File: config.mk
export PLATFORM = sky130hd
export DESIGN_NAME = ls_load_align_flat
export DESIGN_NICKNAME = d
export VERILOG_FILES = /design/src/lsu_pkg.sv /design/src/lsu_if.sv /design/src/ls_load_align.sv /design/src/flat_wrapper.sv
export VERILOG_INCLUDE_DIRS = /design/src
export SDC_FILE = /design/constraint.sdc
export NUM_CORES = 1
export LEC_CHECK = 0
export BUFFER_PORTS_ARGS = -buffer_cell sky130_fd_sc_hd__buf_2
export CORE_MARGIN = 10
export CORE_UTILIZATION = 35
export DETAILED_ROUTE_END_ITERATION = 10
export PLACE_DENSITY = 0.89
export SYNTH_ARGS = -nofsm -noshare
export SYNTH_HDL_FRONTEND = slang
export SYNTH_SLANG_ARGS = --single-unit
File: constraint.sdc
create_clock -name vclk -period 2.1
set_input_delay 0.315 -clock vclk [all_inputs]
set_output_delay 0.315 -clock vclk [all_outputs]
set_load 0.03 [all_outputs]
File: src/lsu_defines.svh
/* Sizes for the load/store unit. XLEN is fixed at 32 and the memory index width
   must equal log2 of the memory depth */
`ifndef LSU_DEFINES_SVH
`define LSU_DEFINES_SVH

// Data and address word width
`define LSU_XLEN 32

// Data memory depth in words, and its word index width
`define LSU_MEM_WORDS 256
`define LSU_MEM_IDX_W 8

// Signed immediate offset width
`define LSU_OFFSET_W 12

// Instruction id width
`define LSU_ID_W 4

`endif
File: src/lsu_pkg.sv
/* Shared types for the load/store unit. Funct3 codes follow the RV32I load
   encodings; stores reuse the low two bits for their size */
`default_nettype none

`include "lsu_defines.svh"

package lsu_pkg;

    // Funct3 of loads, stores use LB/LH/LW for byte/half/word
    typedef enum logic [2:0] {
        LB  = 3'b000,
        LH  = 3'b001,
        LW  = 3'b010,
        LBU = 3'b100,
        LHU = 3'b101
    } ls_fn3_e;

    // Exception cause codes, as in mcause
    typedef enum logic [3:0] {
        LOAD_ADDR_MISALIGNED  = 4'd4,
        STORE_ADDR_MISALIGNED = 4'd6
    } ls_exc_code_e;

    // Access size, matches funct3[1:0]
    typedef enum logic [1:0] {
        BYTE = 2'b00,
        HALF = 2'b01,
        WORD = 2'b10
    } ls_size_e;

    // One read word, seen as bytes or as halfwords
    typedef union packed {
        logic [`LSU_XLEN-1:0]             word;
        logic [`LSU_XLEN/8-1:0][7:0]      bytes;
        logic [`LSU_XLEN/16-1:0][15:0]    halves;
    } load_word_u;

endpackage

`default_nettype wire

File: src/lsu_if.sv
/* Internal stage-to-stage links. Both use valid/ready, and the source holds
   valid and payload while ready is low */
`default_nettype none

`include "lsu_defines.svh"


// Execute to result, raw read word plus load attributes
interface load_res_if;
    logic                       valid;
    logic                       ready;
    lsu_pkg::load_word_u        rdata;
    logic [1:0]                 byte_addr;
    lsu_pkg::ls_size_e          size;
    logic                       is_signed;
    logic [`LSU_ID_W-1:0]       id;

    modport source (output valid, rdata, byte_addr, size, is_signed, id,
                    input ready);
    modport sink   (input valid, rdata, byte_addr, size, is_signed, id,
                    output ready);
endinterface

`default_nettype wire

File: src/ls_load_align.sv
/* Load result formatting, fully combinational. Expects aligned accesses only,
   which decode guarantees */
`default_nettype none

`include "lsu_defines.svh"

module ls_load_align (
    load_res_if.sink                res,
    output logic                    wb_valid,
    input  wire logic               wb_ready,
    output logic [`LSU_XLEN-1:0]    wb_data,
    output logic [`LSU_ID_W-1:0]    wb_id
);

    logic [7:0]     byte_sel;
    logic [15:0]    half_sel;
    logic           byte_sign;
    logic           half_sign;

    ////////////////////////////////////////////////////////////
    // Lane select
    assign byte_sel = res.rdata.bytes[res.byte_addr];

    // Bit 0 is zero for an aligned halfword
    assign half_sel = res.rdata.halves[res.byte_addr[1]];

    assign byte_sign = res.is_signed & byte_sel[7];
    assign half_sign = res.is_signed & half_sel[15];

    ////////////////////////////////////////////////////////////
    // Extension
    always_comb begin
        case (res.size)
            lsu_pkg::BYTE: wb_data = {{(`LSU_XLEN-8){byte_sign}}, byte_sel};
            lsu_pkg::HALF: wb_data = {{(`LSU_XLEN-16){half_sign}}, half_sel};
            default:       wb_data = res.rdata.word;
        endcase
    end

    ////////////////////////////////////////////////////////////
    // Writeback handshake
    assign wb_valid  = res.valid;
    assign wb_id     = res.id;
    assign res.ready = wb_ready;

endmodule

`default_nettype wire

File: src/flat_wrapper.sv
// flat-port wrapper written by rule: the top's interface ports become plain ports
module ls_load_align_flat 
  (wb_valid, wb_ready, wb_data, wb_id, res_valid, res_rdata, res_byte_addr, res_size, res_is_signed, res_id, res_ready);
  load_res_if res_i ();
  output logic wb_valid;
  input  wire logic wb_ready;
  output logic [`LSU_XLEN-1:0] wb_data;
  output logic [`LSU_ID_W-1:0] wb_id;
  input wire logic [$bits(res_i.valid)-1:0] res_valid;
  input wire logic [$bits(res_i.rdata)-1:0] res_rdata;
  input wire logic [$bits(res_i.byte_addr)-1:0] res_byte_addr;
  input wire logic [$bits(res_i.size)-1:0] res_size;
  input wire logic [$bits(res_i.is_signed)-1:0] res_is_signed;
  input wire logic [$bits(res_i.id)-1:0] res_id;
  output wire logic [$bits(res_i.ready)-1:0] res_ready;
  assign res_i.valid = res_valid;
  assign res_i.rdata = res_rdata;
  assign res_i.byte_addr = res_byte_addr;
  assign res_i.size = res_size;
  assign res_i.is_signed = res_is_signed;
  assign res_i.id = res_id;
  assign res_ready = res_i.ready;
  ls_load_align u_core (.res(res_i), .wb_valid(wb_valid), .wb_ready(wb_ready), .wb_data(wb_data), .wb_id(wb_id));
endmodule
* Word level (Yosys, flattened, before mapping)
Cells that the tools add are included.
** Cells by class
- Order comparisons :: 2
- Equal/unequal tests :: 1
- Multiplexer cells :: 5
- Bitwise operators :: 2
- Reduce and logical (&&, ||, !) cells :: 1
** Operators by type and width (count)
- 32-bit case mux with 2 select lines :: 1
- 16-bit two-way mux :: 2
- 8-bit binary-select mux with 2-bit select :: 1
- 8-bit two-way mux :: 1
- 2-bit by 3-bit < comparator with 1-bit output (second input constant) :: 1
- 1-bit bitwise AND :: 2
- 2-bit by 1-bit == test with 1-bit output (second input constant) :: 1
- 2-bit logical NOT :: 1
- 1-bit by 2-bit < comparator with 1-bit output (second input constant) :: 1
** Word-level totals
- Register bits after elaboration :: 0
- Input port bits :: 43
- Output and inout port bits :: 38
- Word-level logic and storage cells :: 11

* Depth between registers and ports, before layout
Gate-level depths: netlist (run 1).
- Depth in word-level cells :: 4
- Depth in mapped cells :: 6

* Worst setup path before layout (run 1)
OpenSTA, ideal clock, no wires.
- Kind :: input-to-output
- From :: in res_byte_addr[0]
- To :: out wb_data[0]
- Arrival time :: 1604 ps
- Required time :: 1785 ps
- Slack :: 181 ps
- Cell stages on the path :: 6
- Cells stage by stage :: nor2b_1 > buf_2 > nor2b_1 > buf_2 > a22oi_1 > o21ai_0
** On the way
- Cells in the longest elaborated chain, start to end :: 3
** RTL lines
- start: declaration :: line flat_wrapper.sv:11 : input wire logic [$bits(res_i.byte_addr)-1:0] res_byte_addr;
- 8-bit binary-select mux with 2-bit select :: line ls_load_align.sv:22 : assign byte_sel = res.rdata.bytes[res.byte_addr];
- 8-bit two-way mux (implied by the code) :: line ls_load_align.sv:22
- 32-bit case mux with 2 select lines :: line ls_load_align.sv:33 : case (res.size)
- end: declaration :: line flat_wrapper.sv:7 : output logic [`LSU_XLEN-1:0] wb_data;
No other way between the ends. The select of a mux whose other input is x is not followed.

* Worst setup path in the final report (run 1)
- From :: in res_byte_addr[1]
- To :: out wb_data[19]
** On the way
- Cells in the longest elaborated chain, start to end :: 4
** RTL lines (line)
- 8-bit binary-select mux with 2-bit select or 16-bit two-way mux (tied branches) :: ls_load_align.sv:22, ls_load_align.sv:25
- 8-bit two-way mux (implied by the code) or 16-bit two-way mux (tied branches) :: ls_load_align.sv:22, ls_load_align.sv:25
- 1-bit bitwise AND (on tied branches) :: ls_load_align.sv:27, ls_load_align.sv:28
- 32-bit case mux with 2 select lines (*) :: ls_load_align.sv:33
Every way passes the cells marked *; elsewhere a longest branch is shown, timed or not. The select of a mux whose other input is x is not followed.

==> results of run 1 <==
metrics by stage:
| step | setup slack (ns) | utilization | cell area (µm²) | power (mW) | hold slack, ns |
|---|---|---|---|---|---|
| final | 0.127 | 0.538 | 1040 | 0.343 | 0.630 |
| after global routing | 0.0120 | 0.538 | 1040 | 0.375 | 0.630 |
| after CTS | 0.146 | 0.538 | 1040 | 0.346 | 0.630 |
| after detailed placement | 0.149 | 0.538 | 1040 | 0.346 | 0.630 |
| after global placement | 0.174 | 0.538 | 1040 | 0.343 | 0.630 |
| after floorplan | 0.181 | - | 713 | 0.250 | 0.762 |
cells by family after synthesis:
kind of cell,synth area share
multiplexers,0.0333
buffers and inverters,0.151
AO/OA/AOI/OAI,0.286
AND/OR/NAND/NOR,0.530
path summary, 6_finish.rpt:
path     endpoint  depth (start not counted)        startpoint  slack, ns
max   wb_data[19]                          6  res_byte_addr[1]       0.13
min      wb_id[2]                          0         res_id[2]       0.63
layer usage:
metal	track usage	vias to the layer above	part of all wire
met5	0	-	0
met1	0.140	444	0.43
met4	0.00267	0	0
met3	0.0339	0	0.10
met2	0.212	51	0.47
li1	-	557	-
layout by cell type, fill, tap and decap left out:
master / synthesis / layout
nand2b_1: 7 / 7
nand3_1: 1 / 1
buf_2: 5 / 69
a221o_1: 7 / 7
a22oi_1: 7 / 7
a21oi_1: 1 / 1
nand3b_1: 1 / 1
buf_4: 6 / 8
nor4_4: 1 / 1
nand2_1: 68 / 68
o21ai_2: 1 / 1
o21ai_0: 7 / 7
o21ai_1: 2 / 2
o21bai_1: 1 / 1
mux2i_1: 1 / 1
nor2b_1: 6 / 6
mux2i_2: 1 / 1
nor2_1: 2 / 2
o21a_4: 1 / 1
final cells by class:
type / count / area, µm²
Timing Repair Buffer: 77 / 405
Fill cell: 207 / 897
Tap cell: 27 / 33.8
Multi-Input combinational cell: 115 / 606
critical path, cell delays in order:
cell and delay (ns):
buf_2 0.13, mux2i_2 0.26, nor4_4 0.06, o21ai_2 0.57, nand2_1 0.10, buf_2 0.21
where the power goes:
part	total, mW	internal (mW)	switching [mW]
sequential	0	0	0
clock	0	0	0
combinational	0.343	0.119	0.225
total	0.343	0.119	0.225
==> reports/qor.yml, run 1 <==
outcome: "finished, final reports clean"
synthTopCellsByCount: "nand2_1 (68), a221o_1 (7), a22oi_1 (7), nand2b_1 (7), o21ai_0 (7)"
coreArea_um2: 1940
die-area_um2: 4240
clockBufferCount: 0
yosysMostFrequentCell: "nand2_1"
diodes: 0
max_clock_freq_ghz: 0.507
drt-total-wl_um: 2830
final_max_slew_viol_count: 0
num_rows: 16
overflow: 0
p_leak_nw: 0.666
min_path_type: "input pin to output pin"
grt_start_max_net_pins: 26
worstMarginPinSlew_ns: 0.685
first_pass_iters: 4
first_global_vias: 998
synth.cell_area_um2: 713
drive_above_1_share: 0.422
place_inst: 219
grt_pass1_wl_um: 4360
wl_per_cell_um: 12.9
cap_viol_max_count: 0
io_pins: 81
slew_headroom: 0.544
post-route-min-period_ns: 1.97
cp-end-kind: "output pin"
grt_antenna_before_repair: 0
design.seq.count: 0
startpoint_type: "input pin"
yosys_warnings: 0
finalSetupViolCount: 0
cts_hold_buf: 0
seq_area_um2: 0
layoutNonFillerInstCount: 219
syn_inst: 132
finalCritPeriodShare: 0.940
syn_avg_cell_area_um2: 5.40
avgViaCountPerCell: 4.80
cts-resized-gates: 0
final_hold_viol_count: 0
start_util: 0.367
cp.required_ns: 1.78
port_buffers: 69
grt_setup_unrepaired: "false"
dpl.hpwl_um: 2400
power_density_nw_per_um2: 329
fin_tns_setup_ns: 0
cp_max_fo: 16
fp.dieH_um: 65.1
postRouteAntennaNets: 0
critical_path_class: "input pin to output pin"
die_w_um: 65.1
crit_arrival_ns: 1.66
synth_area_leader_cell: "nand2_1"
vias: 1052
gp_congestion: 0.806
dr.first_iter.drc_count: 88
gr-usage-all-layers: 0.117
synth_top_area_frac: 0.358
synth_nets: 175
syn_to_final_growth_pct: 46.5
nNetsFinal: 237
ys_types: 21
seq_area_frac_synth: 0
synthTopCellsByArea: "nand2_1 (36%), a221o_1 (9.8%), a22oi_1 (7.4%), buf_4 (6.3%), nand2b_1 (6.1%)"
postCtsSetupRepairBufs: 0
route.detailed.drc: 0
ir_worst_vdd_mv: 0.129
(Power assumes the default switching activity.)
==> run 2: changes to the inputs <==
--- a/config.mk
+++ b/config.mk
@@ -8,9 +8,9 @@
 export LEC_CHECK = 0
 export BUFFER_PORTS_ARGS = -buffer_cell sky130_fd_sc_hd__buf_2
 export CORE_MARGIN = 10
-export CORE_UTILIZATION = 35
+export CORE_UTILIZATION = 39
 export DETAILED_ROUTE_END_ITERATION = 10
-export PLACE_DENSITY = 0.89
+export PLACE_DENSITY = 0.95
 export SYNTH_ARGS = -nofsm -noshare
 export SYNTH_HDL_FRONTEND = slang
 export SYNTH_SLANG_ARGS = --single-unit
==> reports/qor.yml, run 2 (synthesis results as in run 1) <==
outcome: "finished, final reports clean"
max_clock_freq_ghz: 0.531
power.internal_mw: 0.120
grt_antenna_before_repair: 0
route.detailed.drc: 0
grt_pass1_wl_um: 4730
post-route-min-period_ns: 1.88
multiInputGateArea_um2: 613
port_buffers: 69
first_pass_iters: 4
wl_per_cell_um: 13.5
min_path_type: "input pin to output pin"
start_util: 0.413
crit_arrival_ns: 1.57
finalSetupViolCount: 0
drt-total-wl_um: 2930
crit_chain: "buf_2 -> mux2i_2 -> nor4_4 -> o21a_4 -> a221o_1 -> buf_2"
seq_area_um2: 0
drive_above_1_share: 0.422
fin_tns_setup_ns: 0
cp-end-kind: "output pin"
place_inst: 217
design.seq.count: 0
cpMostUsedCell: "buf_2"
die_w_um: 62.8
startpoint_type: "input pin"
clockBufferCount: 0
worstMarginPinSlew_ns: 0.411
die-area_um2: 3940
gp_congestion: 0.765
first_global_vias: 1062
grt_setup_unrepaired: "false"
p_comb_frac: 1.000
p_leak_nw: 0.667
fin_area_um2: 1050
slew_headroom: 0.725
syn_to_final_growth_pct: 47.2
overflow: 0
final_common_cell: "buf_2"
clock_power_share: 0
nNetsFinal: 237
grt_start_max_net_pins: 22
layoutNonFillerInstCount: 217
critical_path_class: "input pin to output pin"
seqPwrFrac: 0
postRouteAntennaNets: 0
avgViaCountPerCell: 4.92
switching_power_mw: 0.228
slowest_stage: "mux2i_2"
finalCritPeriodShare: 0.897
diodes: 0
final_cell_mix: "buf_2 (69), nand2_1 (68), buf_4 (8)"
final_hold_viol_count: 0
dr.first_iter.drc_count: 34
coreArea_um2: 1730
power_density_nw_per_um2: 331
dpl_cell_area_um2: 1040
cts_hold_buf: 0
dpl.hpwl_um: 2530
slowest_delay_ns: 0.29
gr-usage-all-layers: 0.135
cp.required_ns: 1.78
finalPower_mw: 0.348
io_pins: 81
cap_viol_max_count: 0
switching_share: 0.656
num_rows: 15
vias: 1067
ir_worst_vdd_mv: 0.141
final_max_slew_viol_count: 0
cp_max_fo: 9
nFillCells: 210
fp.dieH_um: 62.8
run 2: timing repair:
| action | in CTS | in global routing |
|---|---|---|
| endpoints found under the setup margin | 0 | 16 |
| resized for setup | 0 | 1 |
| setup buffers | 0 | 0 |
run 2: worst max-delay path, delay by kind of cell:
family | cells | cell delay, ns
buffers and inverters | 2 | 0.35
and+or+nand+nor | 1 | 0.07
muxes | 1 | 0.29
AOI/OAI and AO/OA | 2 | 0.52
run 2: power by group through the flow:
| stage | clock network, mW | logic [mW] | registers, mW |
|---|---|---|---|
| after floorplan | 0 | 0.250 | 0 |
| after global placement | 0 | 0.344 | 0 |
| after detailed placement | 0 | 0.348 | 0 |
| after CTS | 0 | 0.349 | 0 |
| after global routing | 0 | 0.379 | 0 |
| final | 0 | 0.348 | 0 |
run 2: final cells by class:
cell class	instances	share of cell area
repair buffers	77	0.386
well taps	25	0.0298
multi-input cells	115	0.584
run 2: per-stage QoR:
| stage | util | worst slack [ns] | hold WS, ns |
|---|---|---|---|
| after floorplan | - | 0.181 | 0.762 |
| after CTS | 0.604 | 0.0514 | 0.630 |
| after global routing | 0.608 | 0.116 | 0.630 |
| after global placement | 0.604 | 0.132 | 0.630 |
| after detailed placement | 0.604 | 0.0519 | 0.630 |
| final | 0.608 | 0.217 | 0.630 |
run 2: layer usage:
| metal | global-route usage | share of wire |
|---|---|---|
| met1 | 0.154 | 0.43 |
| met2 | 0.238 | 0.46 |
| met5 | 0 | 0 |
| met3 | 0.0520 | 0.10 |
| met4 | 0.0112 | 0.0092 |
run 2: final timing paths:
check                            start          end  slack [ns]  depth (start not counted)
worst max-delay path  res_byte_addr[1]  wb_data[14]        0.22                          6
worst min-delay path          wb_ready    res_ready        0.63                          0
