[config.mk]
export PLATFORM = sky130hd
export DESIGN_NAME = ls_decode_flat
export DESIGN_NICKNAME = d
export VERILOG_FILES = /design/src/lsu_pkg.sv /design/src/lsu_if.sv /design/src/ls_decode.sv /design/src/flat_wrapper.sv
export VERILOG_INCLUDE_DIRS = /design/src
export SDC_FILE = /design/constraint.sdc
export NUM_CORES = 1
export LEC_CHECK = 0
export BUFFER_PORTS_ARGS = -buffer_cell sky130_fd_sc_hd__buf_2
export CORE_MARGIN = 2
export CORE_UTILIZATION = 32
export CTS_CLUSTER_DIAMETER = 60
export DETAILED_ROUTE_END_ITERATION = 6
export PLACE_DENSITY_LB_ADDON = 0.3
export SLEW_MARGIN = 40
export SYNTH_ARGS = -nofsm -noshare
export SYNTH_HDL_FRONTEND = slang
export SYNTH_SLANG_ARGS = --single-unit
[constraint.sdc]
create_clock -name clk -period 19.5 [get_ports clk]
set_input_delay 4.875 -clock clk [delete_from_list [all_inputs] [get_ports clk]]
set_output_delay 4.875 -clock clk [all_outputs]
set_load 0.02 [all_outputs]
[src/lsu_defines.svh]
/* Sizes for the load/store unit. XLEN is fixed at 32 and the memory index width
   must equal log2 of the memory depth */
`ifndef LSU_DEFINES_SVH
`define LSU_DEFINES_SVH

// Data and address word width
`define LSU_XLEN 32

// Data memory depth in words, and its word index width
`define LSU_MEM_WORDS 256
`define LSU_MEM_IDX_W 8

// Signed immediate offset width
`define LSU_OFFSET_W 12

// Instruction id width
`define LSU_ID_W 4

`endif
[src/lsu_pkg.sv]
/* Shared types for the load/store unit. Funct3 codes follow the RV32I load
   encodings; stores reuse the low two bits for their size */
`default_nettype none

`include "lsu_defines.svh"

package lsu_pkg;

    // Funct3 of loads, stores use LB/LH/LW for byte/half/word
    typedef enum logic [2:0] {
        LB  = 3'b000,
        LH  = 3'b001,
        LW  = 3'b010,
        LBU = 3'b100,
        LHU = 3'b101
    } ls_fn3_e;

    // Exception cause codes, as in mcause
    typedef enum logic [3:0] {
        LOAD_ADDR_MISALIGNED  = 4'd4,
        STORE_ADDR_MISALIGNED = 4'd6
    } ls_exc_code_e;

    // Access size, matches funct3[1:0]
    typedef enum logic [1:0] {
        BYTE = 2'b00,
        HALF = 2'b01,
        WORD = 2'b10
    } ls_size_e;

    // One read word, seen as bytes or as halfwords
    typedef union packed {
        logic [`LSU_XLEN-1:0]             word;
        logic [`LSU_XLEN/8-1:0][7:0]      bytes;
        logic [`LSU_XLEN/16-1:0][15:0]    halves;
    } load_word_u;

endpackage

`default_nettype wire

[src/lsu_if.sv]
/* Internal stage-to-stage links. Both use valid/ready, and the source holds
   valid and payload while ready is low */
`default_nettype none

`include "lsu_defines.svh"

// Decode to execute, one aligned load or store
interface mem_req_if;
    logic                       valid;
    logic                       ready;
    logic [`LSU_XLEN-1:0]       addr;
    logic [`LSU_XLEN/8-1:0]     be;
    logic [`LSU_XLEN-1:0]       wdata;
    logic                       is_load;
    logic                       is_store;
    lsu_pkg::ls_size_e          size;
    logic                       is_signed;
    logic [`LSU_ID_W-1:0]       id;

    modport source (output valid, addr, be, wdata, is_load, is_store, size, is_signed, id,
                    input ready);
    modport sink   (input valid, addr, be, wdata, is_load, is_store, size, is_signed, id,
                    output ready);
endinterface


`default_nettype wire

[src/ls_decode.sv]
/* Address generation and alignment check. A misaligned access raises a held
   exception and blocks new requests until exc_ack */
`default_nettype none

`include "lsu_defines.svh"

module ls_decode (
    input  wire logic                   clk,
    input  wire logic                   rst,
    input  wire logic                   in_valid,
    output logic                        in_ready,
    input  wire lsu_pkg::ls_fn3_e       fn3,
    input  wire logic [`LSU_XLEN-1:0]   rs1,
    input  wire logic [`LSU_OFFSET_W-1:0] offset,
    input  wire logic [`LSU_XLEN-1:0]   rs2,
    input  wire logic                   is_load,
    input  wire logic                   is_store,
    input  wire logic [`LSU_ID_W-1:0]   id,
    input  wire logic                   exc_ack,
    output logic                        exc_valid,
    output lsu_pkg::ls_exc_code_e       exc_code,
    output logic [`LSU_XLEN-1:0]        exc_tval,
    output logic [`LSU_ID_W-1:0]        exc_id,
    mem_req_if.source                   req
);

    logic [`LSU_XLEN-1:0]   eff_addr;
    lsu_pkg::ls_size_e      size;
    logic                   misaligned;
    logic [`LSU_XLEN/8-1:0] be;
    logic [`LSU_XLEN-1:0]   wdata;
    logic                   accept;
    logic                   new_exc;
    logic                   push;
    logic                   slot_free;

    ////////////////////////////////////////////////////////////
    // Address and access decode
    assign eff_addr = rs1 + {{(`LSU_XLEN-`LSU_OFFSET_W){offset[`LSU_OFFSET_W-1]}}, offset};

    always_comb begin
        case (fn3[1:0])
            2'b00:   size = lsu_pkg::BYTE;
            2'b01:   size = lsu_pkg::HALF;
            default: size = lsu_pkg::WORD;
        endcase
    end

    // Byte lanes and store data replicated into every lane
    always_comb begin
        case (size)
            lsu_pkg::BYTE: begin
                misaligned = 1'b0;
                be         = 4'b0001 << eff_addr[1:0];
                wdata      = {4{rs2[7:0]}};
            end
            lsu_pkg::HALF: begin
                misaligned = eff_addr[0];
                be         = eff_addr[1] ? 4'b1100 : 4'b0011;
                wdata      = {2{rs2[15:0]}};
            end
            default: begin
                misaligned = |eff_addr[1:0];
                be         = 4'b1111;
                wdata      = rs2;
            end
        endcase
    end

    ////////////////////////////////////////////////////////////
    // Handshake
    assign slot_free = ~req.valid | req.ready;
    assign in_ready  = slot_free & ~exc_valid;
    assign accept    = in_valid & in_ready & (is_load | is_store);
    assign new_exc   = accept & misaligned;
    assign push      = accept & ~misaligned;

    // Request register
    always_ff @(posedge clk) begin
        if (rst) begin
            req.valid <= 1'b0;
        end else if (slot_free) begin
            req.valid <= push;
        end
    end

    always_ff @(posedge clk) begin
        if (push) begin
            req.addr      <= eff_addr;
            req.be        <= be;
            req.wdata     <= wdata;
            req.is_load   <= is_load;
            req.is_store  <= is_store;
            req.size      <= size;
            req.is_signed <= ~fn3[2];
            req.id        <= id;
        end
    end

    ////////////////////////////////////////////////////////////
    // Held exception
    always_ff @(posedge clk) begin
        if (rst) begin
            exc_valid <= 1'b0;
        end else begin
            exc_valid <= (exc_valid & ~exc_ack) | new_exc;
        end
    end

    always_ff @(posedge clk) begin
        if (new_exc) begin
            exc_code <= is_store ? lsu_pkg::STORE_ADDR_MISALIGNED : lsu_pkg::LOAD_ADDR_MISALIGNED;
            exc_tval <= eff_addr;
            exc_id   <= id;
        end
    end

    // A misaligned item raises the exception and never enters the request register
    misaligned_not_issued: assert property (@(posedge clk) disable iff (rst)
        new_exc |=> exc_valid && !req.valid);

endmodule

`default_nettype wire

[src/flat_wrapper.sv]
// flat-port wrapper written by rule: the top's interface ports become plain ports
module ls_decode_flat 
  (clk, rst, in_valid, in_ready, fn3, rs1, offset, rs2, is_load, is_store, id, exc_ack, exc_valid, exc_code, exc_tval, exc_id, req_valid, req_addr, req_be, req_wdata, req_is_load, req_is_store, req_size, req_is_signed, req_id, req_ready);
  mem_req_if req_i ();
  input  wire logic clk;
  input  wire logic rst;
  input  wire logic in_valid;
  output logic in_ready;
  input  wire lsu_pkg::ls_fn3_e fn3;
  input  wire logic [`LSU_XLEN-1:0] rs1;
  input  wire logic [`LSU_OFFSET_W-1:0] offset;
  input  wire logic [`LSU_XLEN-1:0] rs2;
  input  wire logic is_load;
  input  wire logic is_store;
  input  wire logic [`LSU_ID_W-1:0] id;
  input  wire logic exc_ack;
  output logic exc_valid;
  output lsu_pkg::ls_exc_code_e exc_code;
  output logic [`LSU_XLEN-1:0] exc_tval;
  output logic [`LSU_ID_W-1:0] exc_id;
  output wire logic [$bits(req_i.valid)-1:0] req_valid;
  output wire logic [$bits(req_i.addr)-1:0] req_addr;
  output wire logic [$bits(req_i.be)-1:0] req_be;
  output wire logic [$bits(req_i.wdata)-1:0] req_wdata;
  output wire logic [$bits(req_i.is_load)-1:0] req_is_load;
  output wire logic [$bits(req_i.is_store)-1:0] req_is_store;
  output wire logic [$bits(req_i.size)-1:0] req_size;
  output wire logic [$bits(req_i.is_signed)-1:0] req_is_signed;
  output wire logic [$bits(req_i.id)-1:0] req_id;
  input wire logic [$bits(req_i.ready)-1:0] req_ready;
  assign req_valid = req_i.valid;
  assign req_addr = req_i.addr;
  assign req_be = req_i.be;
  assign req_wdata = req_i.wdata;
  assign req_is_load = req_i.is_load;
  assign req_is_store = req_i.is_store;
  assign req_size = req_i.size;
  assign req_is_signed = req_i.is_signed;
  assign req_id = req_i.id;
  assign req_i.ready = req_ready;
  ls_decode u_core (.clk(clk), .rst(rst), .in_valid(in_valid), .in_ready(in_ready), .fn3(fn3), .rs1(rs1), .offset(offset), .rs2(rs2), .is_load(is_load), .is_store(is_store), .id(id), .exc_ack(exc_ack), .exc_valid(exc_valid), .exc_code(exc_code), .exc_tval(exc_tval), .exc_id(exc_id), .req(req_i));
endmodule
Yosys cells after proc, flatten, opt, wreduce, memory -nomap -nowiden
Index checks and enable logic that the tools add are counted.
{"block": "op_classes", "mux": 6, "n_lt_le_gt_ge": 0, "shifts": 1, "n_div": 0, "mul": 0, "n_reduce_logical": 3, "bitwise_logic": 14, "add_sub_neg": 1, "n_eq_ne": 2}
{"cell": "32-bit case mux with 2 select lines", "count": 1}
{"cell": "32-bit adder", "count": 1}
{"cell": "4-bit case mux with 2 select lines", "count": 1}
{"cell": "1-bit bitwise AND", "count": 6}
{"cell": "1-bit inverter", "count": 5}
{"cell": "2-bit by 1-bit == test with 1-bit output, second input constant", "count": 2}
{"cell": "2-bit logical NOT", "count": 2}
{"cell": "4-bit two-way mux", "count": 1}
{"cell": "2-bit case mux with 2 select lines", "count": 1}
{"cell": "1-bit by 2-bit << shifter with 4-bit output, first input constant", "count": 1}
{"cell": "1-bit bitwise OR", "count": 3}
{"cell": "2-bit two-way mux", "count": 1}
{"cell": "1-bit case mux with 2 select lines", "count": 1}
{"cell": "2-bit OR reduction", "count": 1}
{"block": "word_totals", "ff_bits": 119, "n_memories": 0, "input_bits": 90, "ramBits": 0, "elab_cells": 40, "romBits": 0, "latch_bits": 0, "output_inout_bits": 120}

Longest topological paths before layout
Gate-level depths: netlist of the first run.
{"block": "logic_depth", "depth_word": 7, "depth_mapped": 10, "depth_no_buf": 10}

Worst setup path after synthesis of the first run
OpenSTA, ideal clock, no wires.
{"block": "synth_timing", "path_type": "in2out", "startpoint": "input port req_ready", "endpoint": "output port in_ready", "arrival_ps": 5224, "path_buffers": 0, "path_slack_ps": 9401, "t_required_ps": 14625, "path_stages": 2, "path_cell_list": "nor2b_1 > nor2_1"}
{"block": "synth_via", "elab_chain_cells": 2}
{"item": "from (decl)", "line_no": "flat_wrapper.sv:30", "source": "input wire logic [$bits(req_i.ready)-1:0] req_ready;"}
{"item": "1-bit bitwise OR", "line_no": "ls_decode.sv:72", "source": "assign slot_free = ~req.valid | req.ready;"}
{"item": "1-bit bitwise AND", "line_no": "ls_decode.sv:73", "source": "assign in_ready = slot_free & ~exc_valid;"}
{"item": "to (decl)", "line_no": "flat_wrapper.sv:8", "source": "output logic in_ready;"}
No other way between the ends.

Final worst setup path of the first run
Same ends and word-level chain as after synthesis.

==> results.cfg, run 1 <==
[timing]
hold_violations = 0
skew_ns = 0.01577
final-setup-viol-count = 0
relSlewSlack_pct = 49.83
worstMarginPinSlew_ns = 0.7510
max_freq_mhz = 97.35
report.final.slew_viol_count = 0
fin_tns_setup_ns = 0
finalCritPeriodShare_pct = 52.68
setup_ws_ns = 9.228
rsz0062_at_grt = no
min_period_ns = 10.27

[floorplanning]
start_util_pct = 32.34
die_height_um = 138.0
die_area_um2 = 19060
die_w_um = 138.0
ios = 210
core.rowCount = 49
coreArea_um2 = 17780

[logic_synthesis]
synthTopCellsByArea = edfxtp_1 (60%), ha_1 (6.7%), mux2_2 (3.1%), a21oi_1 (2.9%), xnor2_1 (2.6%)
yosys.cell_types.count = 53
synth_cells = 442
async_reset_ff_share_pct = 0
synth-edff-count = 114
yosysWarnings = 0
syn_area_um2 = 5749
avgSynthCellArea_um2 = 13.01
ys_seq_area_share_pct = 60.24
synth-seq-cells = 116
synth_top_flop_cell = edfxtp_1
netlist.area_leader.share_pct = 59.54
synth_top_cell_by_area = edfxtp_1

[job]
maxCapViolCount = 0

[setup_path]
r2r_start = u_core.req.valid
worst-r2r-setup-slack_ns = 16.85
start_kind = input port
cp.required_ns = 14.62
r2r_end = u_core.req.wdata[13]
cp-end-kind = output port
crit_arrival_ns = 5.40
reg2regPathDepth = 5
crit_type = input port to output port
crit_path_max_fanout = 2

[route]
drc = 0
drt-pass1-iter-count = 4
drtIter0Drc = 160
detail_route.vias_per_cell = 4.805
vias = 4320
antenna_left = 0
wire_per_inst_um = 16.42
finalWirelength_mm = 14.76

[clocking]
clkLatencyLatePin_ns = 0.41
clock_path_buffers = 2
h-tree-depth = 4
cts-buffers-inserted = 17
tritoncts = yes
clkSinkCount = 116
cts-root-buf = clkbuf_16
cts_hold_buf = 0
cts_resized = 0
clk_pin_slew_worst_paths_ns = 0.05
cts_setup_buffers = 0

[pwr]
ir_worst_vdd_v = 0.00005684
leakage_uw = 0.003125
p_per_area_nw_per_um2 = 99.19

[cells_and_area]
final_util_pct = 42.81
antennaDiodeCount = 0
nets = 779
final_cells = 899
fin_area_um2 = 7611
syn_to_final_growth_pct = 32.38
drive_gt1_share_pct = 39.85
fill_cells = 1702

[placed_design]
placed_cell_area_um2 = 7020
numPlacedInstances = 867
globalplace.congestion = 0.8615
pre_cts_ws_ns = 9.204
io_buffer_count = 206
hpwl_mm = 11.44

[worst_hold_path]
worstHoldEndpoint = u_core.exc_valid
holdPathStages = 2
min_from = u_core.exc_valid
hold_path_class = flip-flop to flip-flop

[global_routing]
grt_pass1_vias = 4570
grt_pass1_wl_mm = 23.10
track_usage_pct = 15.36
grt_max_degree = 57
grt.overflow.total = 0
antenna_found_initial = 0

[status]
status = completed
layout by cell type, fill, tap and decap left out, types with 7 or more instances in the layout:
cell	n
a211oi_1	7
a21o_1	10
a21oi_1	33
buf_2	206
clkbuf_16	17
edfxtp_1	114
ha_1	31
inv_1	15
mux2_2	16
mux2i_1	8
nand2_1	32
nand3_1	7
nand4_1	8
nor2_1	25
o21ai_0	26
xnor2_1	17
xor2_1	11
stage by stage:
stage / power (uW) / hold WS (ns)
2_1_floorplan: 406.9 / 0.5892
3_3_place_gp: 450.9 / 0.6037
6_report: 755.0 / 0.5977
5_1_grt: 786.7 / 0.6727
3_5_place_dp: 453.7 / 0.6082
4_1_cts: 763.6 / 0.6180
kinds of logic after synthesis:
group | after synthesis | share of synthesized area [%]
other cells | 2 | 0.1306
xor+xnor | 28 | 4.265
compound gates | 109 | 12.78
buf+inv | 28 | 2.372
flops | 116 | 60.24
fa+ha+maj | 32 | 7.095
simple gates | 103 | 8.597
mux | 24 | 4.527
report_power, final:
part / switching, uW / internal, uW / total, uW
sequential: 5.11 / 305 / 310
combinational: 90.0 / 48.5 / 138
clock: 108 / 199 / 307
total: 203 / 552 / 755
cell usage after synthesis, drive strengths merged, types with 3 or more instances:
library cell,number
nand2,34
a2111oi,3
nor2b,7
clkbuf,4
nand2b,5
o31ai,3
o211ai,3
a21oi,33
xor2,11
nor2,27
ha,31
xnor2,17
nor3,6
buf,9
inv,15
mux2i,8
o21a,4
o21bai,6
a211oi,7
a21o,10
mux2,16
o21ai,26
nand3,7
nand4,8
edfxtp,114
sequential cells by signal (all words and copies together) (netlist names), 2 cells and up:
register / cells
u_core.req.wdata: 32
u_core.exc_tval: 32
u_core.exc_id: 4
u_core.req.id: 4
u_core.req.be: 4
u_core.req.addr: 32
u_core.req.size: 2
per-layer routing:
| metal | up-vias | part of all wire, % | GRT usage [%] |
|---|---|---|---|
| li1 | 2114 | - | - |
| met1 | 2027 | 42 | 17.76 |
| met5 | - | 0 | 0 |
| met3 | 22 | 6.3 | 4.884 |
| met4 | 0 | 2.1 | 6.176 |
| met2 | 157 | 50 | 26.50 |
critical path, stage by stage:
cell and delay [ns]:
buf_2 0.09, nor2b_1 0.18, nor2_1 0.08, buf_2 0.17
area by class of cell:
cell class | count | area, um^2 | share of cell area (%)
clock inverter | 15 | 162.7 | 2.137
tap | 229 | 286.5 | 3.765
multi-input combinational | 299 | 2171 | 28.52
inverter | 15 | 56.30 | 0.7398
timing repair buffer | 208 | 1046 | 13.74
sequential | 116 | 3463 | 45.50
clock buffer | 17 | 425.4 | 5.589
worst max path at each step:
| stage | endpoint | depth (start not counted) | slack (ns) | from |
|---|---|---|---|---|
| after CTS | in_ready | 4 | 9.20 | req_ready |
| after global routing | in_ready | 4 | 9.16 | req_ready |
| after global placement | in_ready | 4 | 9.22 | req_ready |
| after detailed placement | in_ready | 4 | 9.20 | req_ready |
| final | in_ready | 4 | 9.23 | req_ready |
| after floorplan | in_ready | 2 | 9.40 | req_ready |
Power figures use the tool's default switching activity.
==> run 2: changes to the inputs <==
==> constraint.sdc (replaced) <==
create_clock -name clk -period 9.05 [get_ports clk]
set_input_delay 2.2625 -clock clk [delete_from_list [all_inputs] [get_ports clk]]
set_output_delay 2.2625 -clock clk [all_outputs]
set_load 0.02 [all_outputs]
==> results.cfg, run 2 (synthesis results as in run 1) <==
[job]
maxCapViolCount = 0

[setup_path]
path_common_cell = buf_2
crit_arrival_ns = 2.79
path_buf_inv = 2
cp_slowest_stage_delay_ns = 0.18
crit_path_max_fanout = 2
r2r_end = u_core.req.addr[1]
cp_top_family = simple AND/OR/NAND/NOR gates
worst-r2r-setup-slack_ns = 6.75
r2r_start = u_core.req.valid
reg2regPathDepth = 5
cp.required_ns = 6.79
cp-end-kind = output port
crit_type = input port to output port
crit_slowest_cell = nor2b_1
path_depth = 4
cp_cell_sequence = buf_2 > nor2b_1 > nor2_1 > buf_2
start_kind = input port
endpoint = in_ready
worstSetupStartpoint = req_ready

[global_routing]
track_usage_pct = 15.70
grt_pass1_vias = 4514
grt.busiest_layer = met2
use_met2_pct = 27.64
grt_pass1_wl_mm = 23.51
grt_use_met1_pct = 17.59
grt_max_degree = 71
grt.overflow.total = 0
antenna_found_initial = 0
grt_util_met3_pct = 5.715

[clocking]
tritoncts = yes
cts_resized = 0
cts-buffers-inserted = 17
clkSinkCount = 116
h-tree-depth = 4
cts-root-buf = clkbuf_16
cts_hold_buf = 0
cts_setup_buffers = 0
clk_pin_slew_worst_paths_ns = 0.05
clkLatencyLatePin_ns = 0.41
clock_path_buffers = 2

[worst_hold_path]
hold_path_class = flip-flop to flip-flop
min_from = u_core.exc_valid

[cells_and_area]
final_common_cell = buf_2
top_regs = u_core.exc_tval: 32 flops, u_core.req.addr: 32 flops, u_core.req.wdata: 32 flops
drive_gt1_share_pct = 39.70
final_util_pct = 42.83
syn_to_final_growth_pct = 32.45
antennaDiodeCount = 0
fill_cells = 1706
nets = 779
final_cell_mix = buf_2 (206), edfxtp_1 (114), a21oi_1 (33)
regArea_um2 = 3463
multi_input_area_um2 = 2168

[route]
vias = 4406
wire_per_inst_um = 16.70
detail_route.vias_per_cell = 4.901
finalWirelength_mm = 15.01
drt-pass1-iter-count = 4
drtIter0Drc = 178
drc = 0
antenna_left = 0

[placed_design]
io_buffer_count = 206
hpwl_mm = 11.52
pre_cts_ws_ns = 3.940
globalplace.congestion = 0.8513

[timing]
final-setup-viol-count = 0
skew_ns = 0.005549
hold_violations = 0
report.final.slew_viol_count = 0
min_period_ns = 5.056
rsz0062_at_grt = no
finalCritPeriodShare_pct = 55.87
setup_ws_ns = 3.994
worstMarginPinSlew_ns = 0.7581
max_freq_mhz = 197.8
relSlewSlack_pct = 49.27
fin_tns_setup_ns = 0

[floorplanning]
coreArea_um2 = 17780
die_area_um2 = 19060
die_w_um = 138.0
ios = 210
start_util_pct = 32.34
die_height_um = 138.0
core.rowCount = 49

[pwr]
p_per_area_nw_per_um2 = 214.7
leakage_uw = 0.003121
ir_worst_vdd_v = 0.0001183

[status]
status = completed
## run 2: cell types whose count changed in the layout (fill, tap and decap cells not counted)
cell / before / now
buf_4: 2 / 1
buf_6: 0 / 1
clkbuf_1: 0 / 1
clkinv_1: 3 / 2
clkinv_2: 4 / 3
clkinvlp_4: 2 / 3
nor2_1: 25 / 26
nor2_2: 1 / 0
## run 2: cell type report
type | instances | area share (%)
sequential | 116 | 45.48
clock inverter | 14 | 2.120
inverter | 15 | 0.7394
clock buffer | 18 | 5.636
tap | 229 | 3.763
multi-input combinational | 299 | 28.48
timing repair buffer | 208 | 13.79
## run 2: routing by layer
layer | routed length (um) | part of all wire, %
met4 | 239 | 1.6
met3 | 1014 | 6.8
met2 | 7583 | 51
met1 | 6178 | 41
met5 | 0 | 0
## run 2: metrics by stage
stage | hold WS (ns) | area [um^2] | instances | total power [uW]
floorplan | 0.5892 | 5753 | 443 | 876.8
finish | 0.5851 | 7615 | 899 | 1635
detailed placement | 0.5914 | 7024 | 867 | 979.2
CTS | 0.5986 | 7615 | 899 | 1653
global route | 0.6197 | 7615 | 899 | 1702
global placement | 0.5847 | 7020 | 867 | 973.0
## run 2: worst register-to-register path: stages, from the launching register on
cell      delay, ns
dfxtp_1        0.33
nor2b_1        0.16
nor2_1         0.14
o211ai_1       0.27
nor2b_4        0.40
buf_6          0.56
## run 2: worst min path at each step
stage,end,depth (start not counted)
4_1_cts,u_core.exc_valid,2
3_5_place_dp,u_core.exc_valid,2
2_1_floorplan,u_core.exc_valid,2
3_3_place_gp,u_core.exc_valid,2
6_report,u_core.exc_valid,2
5_1_grt,u_core.exc_valid,2
## run 2: power breakdown
part           total, uW  internal, uW  switching [uW]  leakage [uW]
Combinational        300           105             195       0.00177
Sequential           666           656            10.5       0.00107
Clock                668           430             238      0.000281
Total               1630          1190             444       0.00312
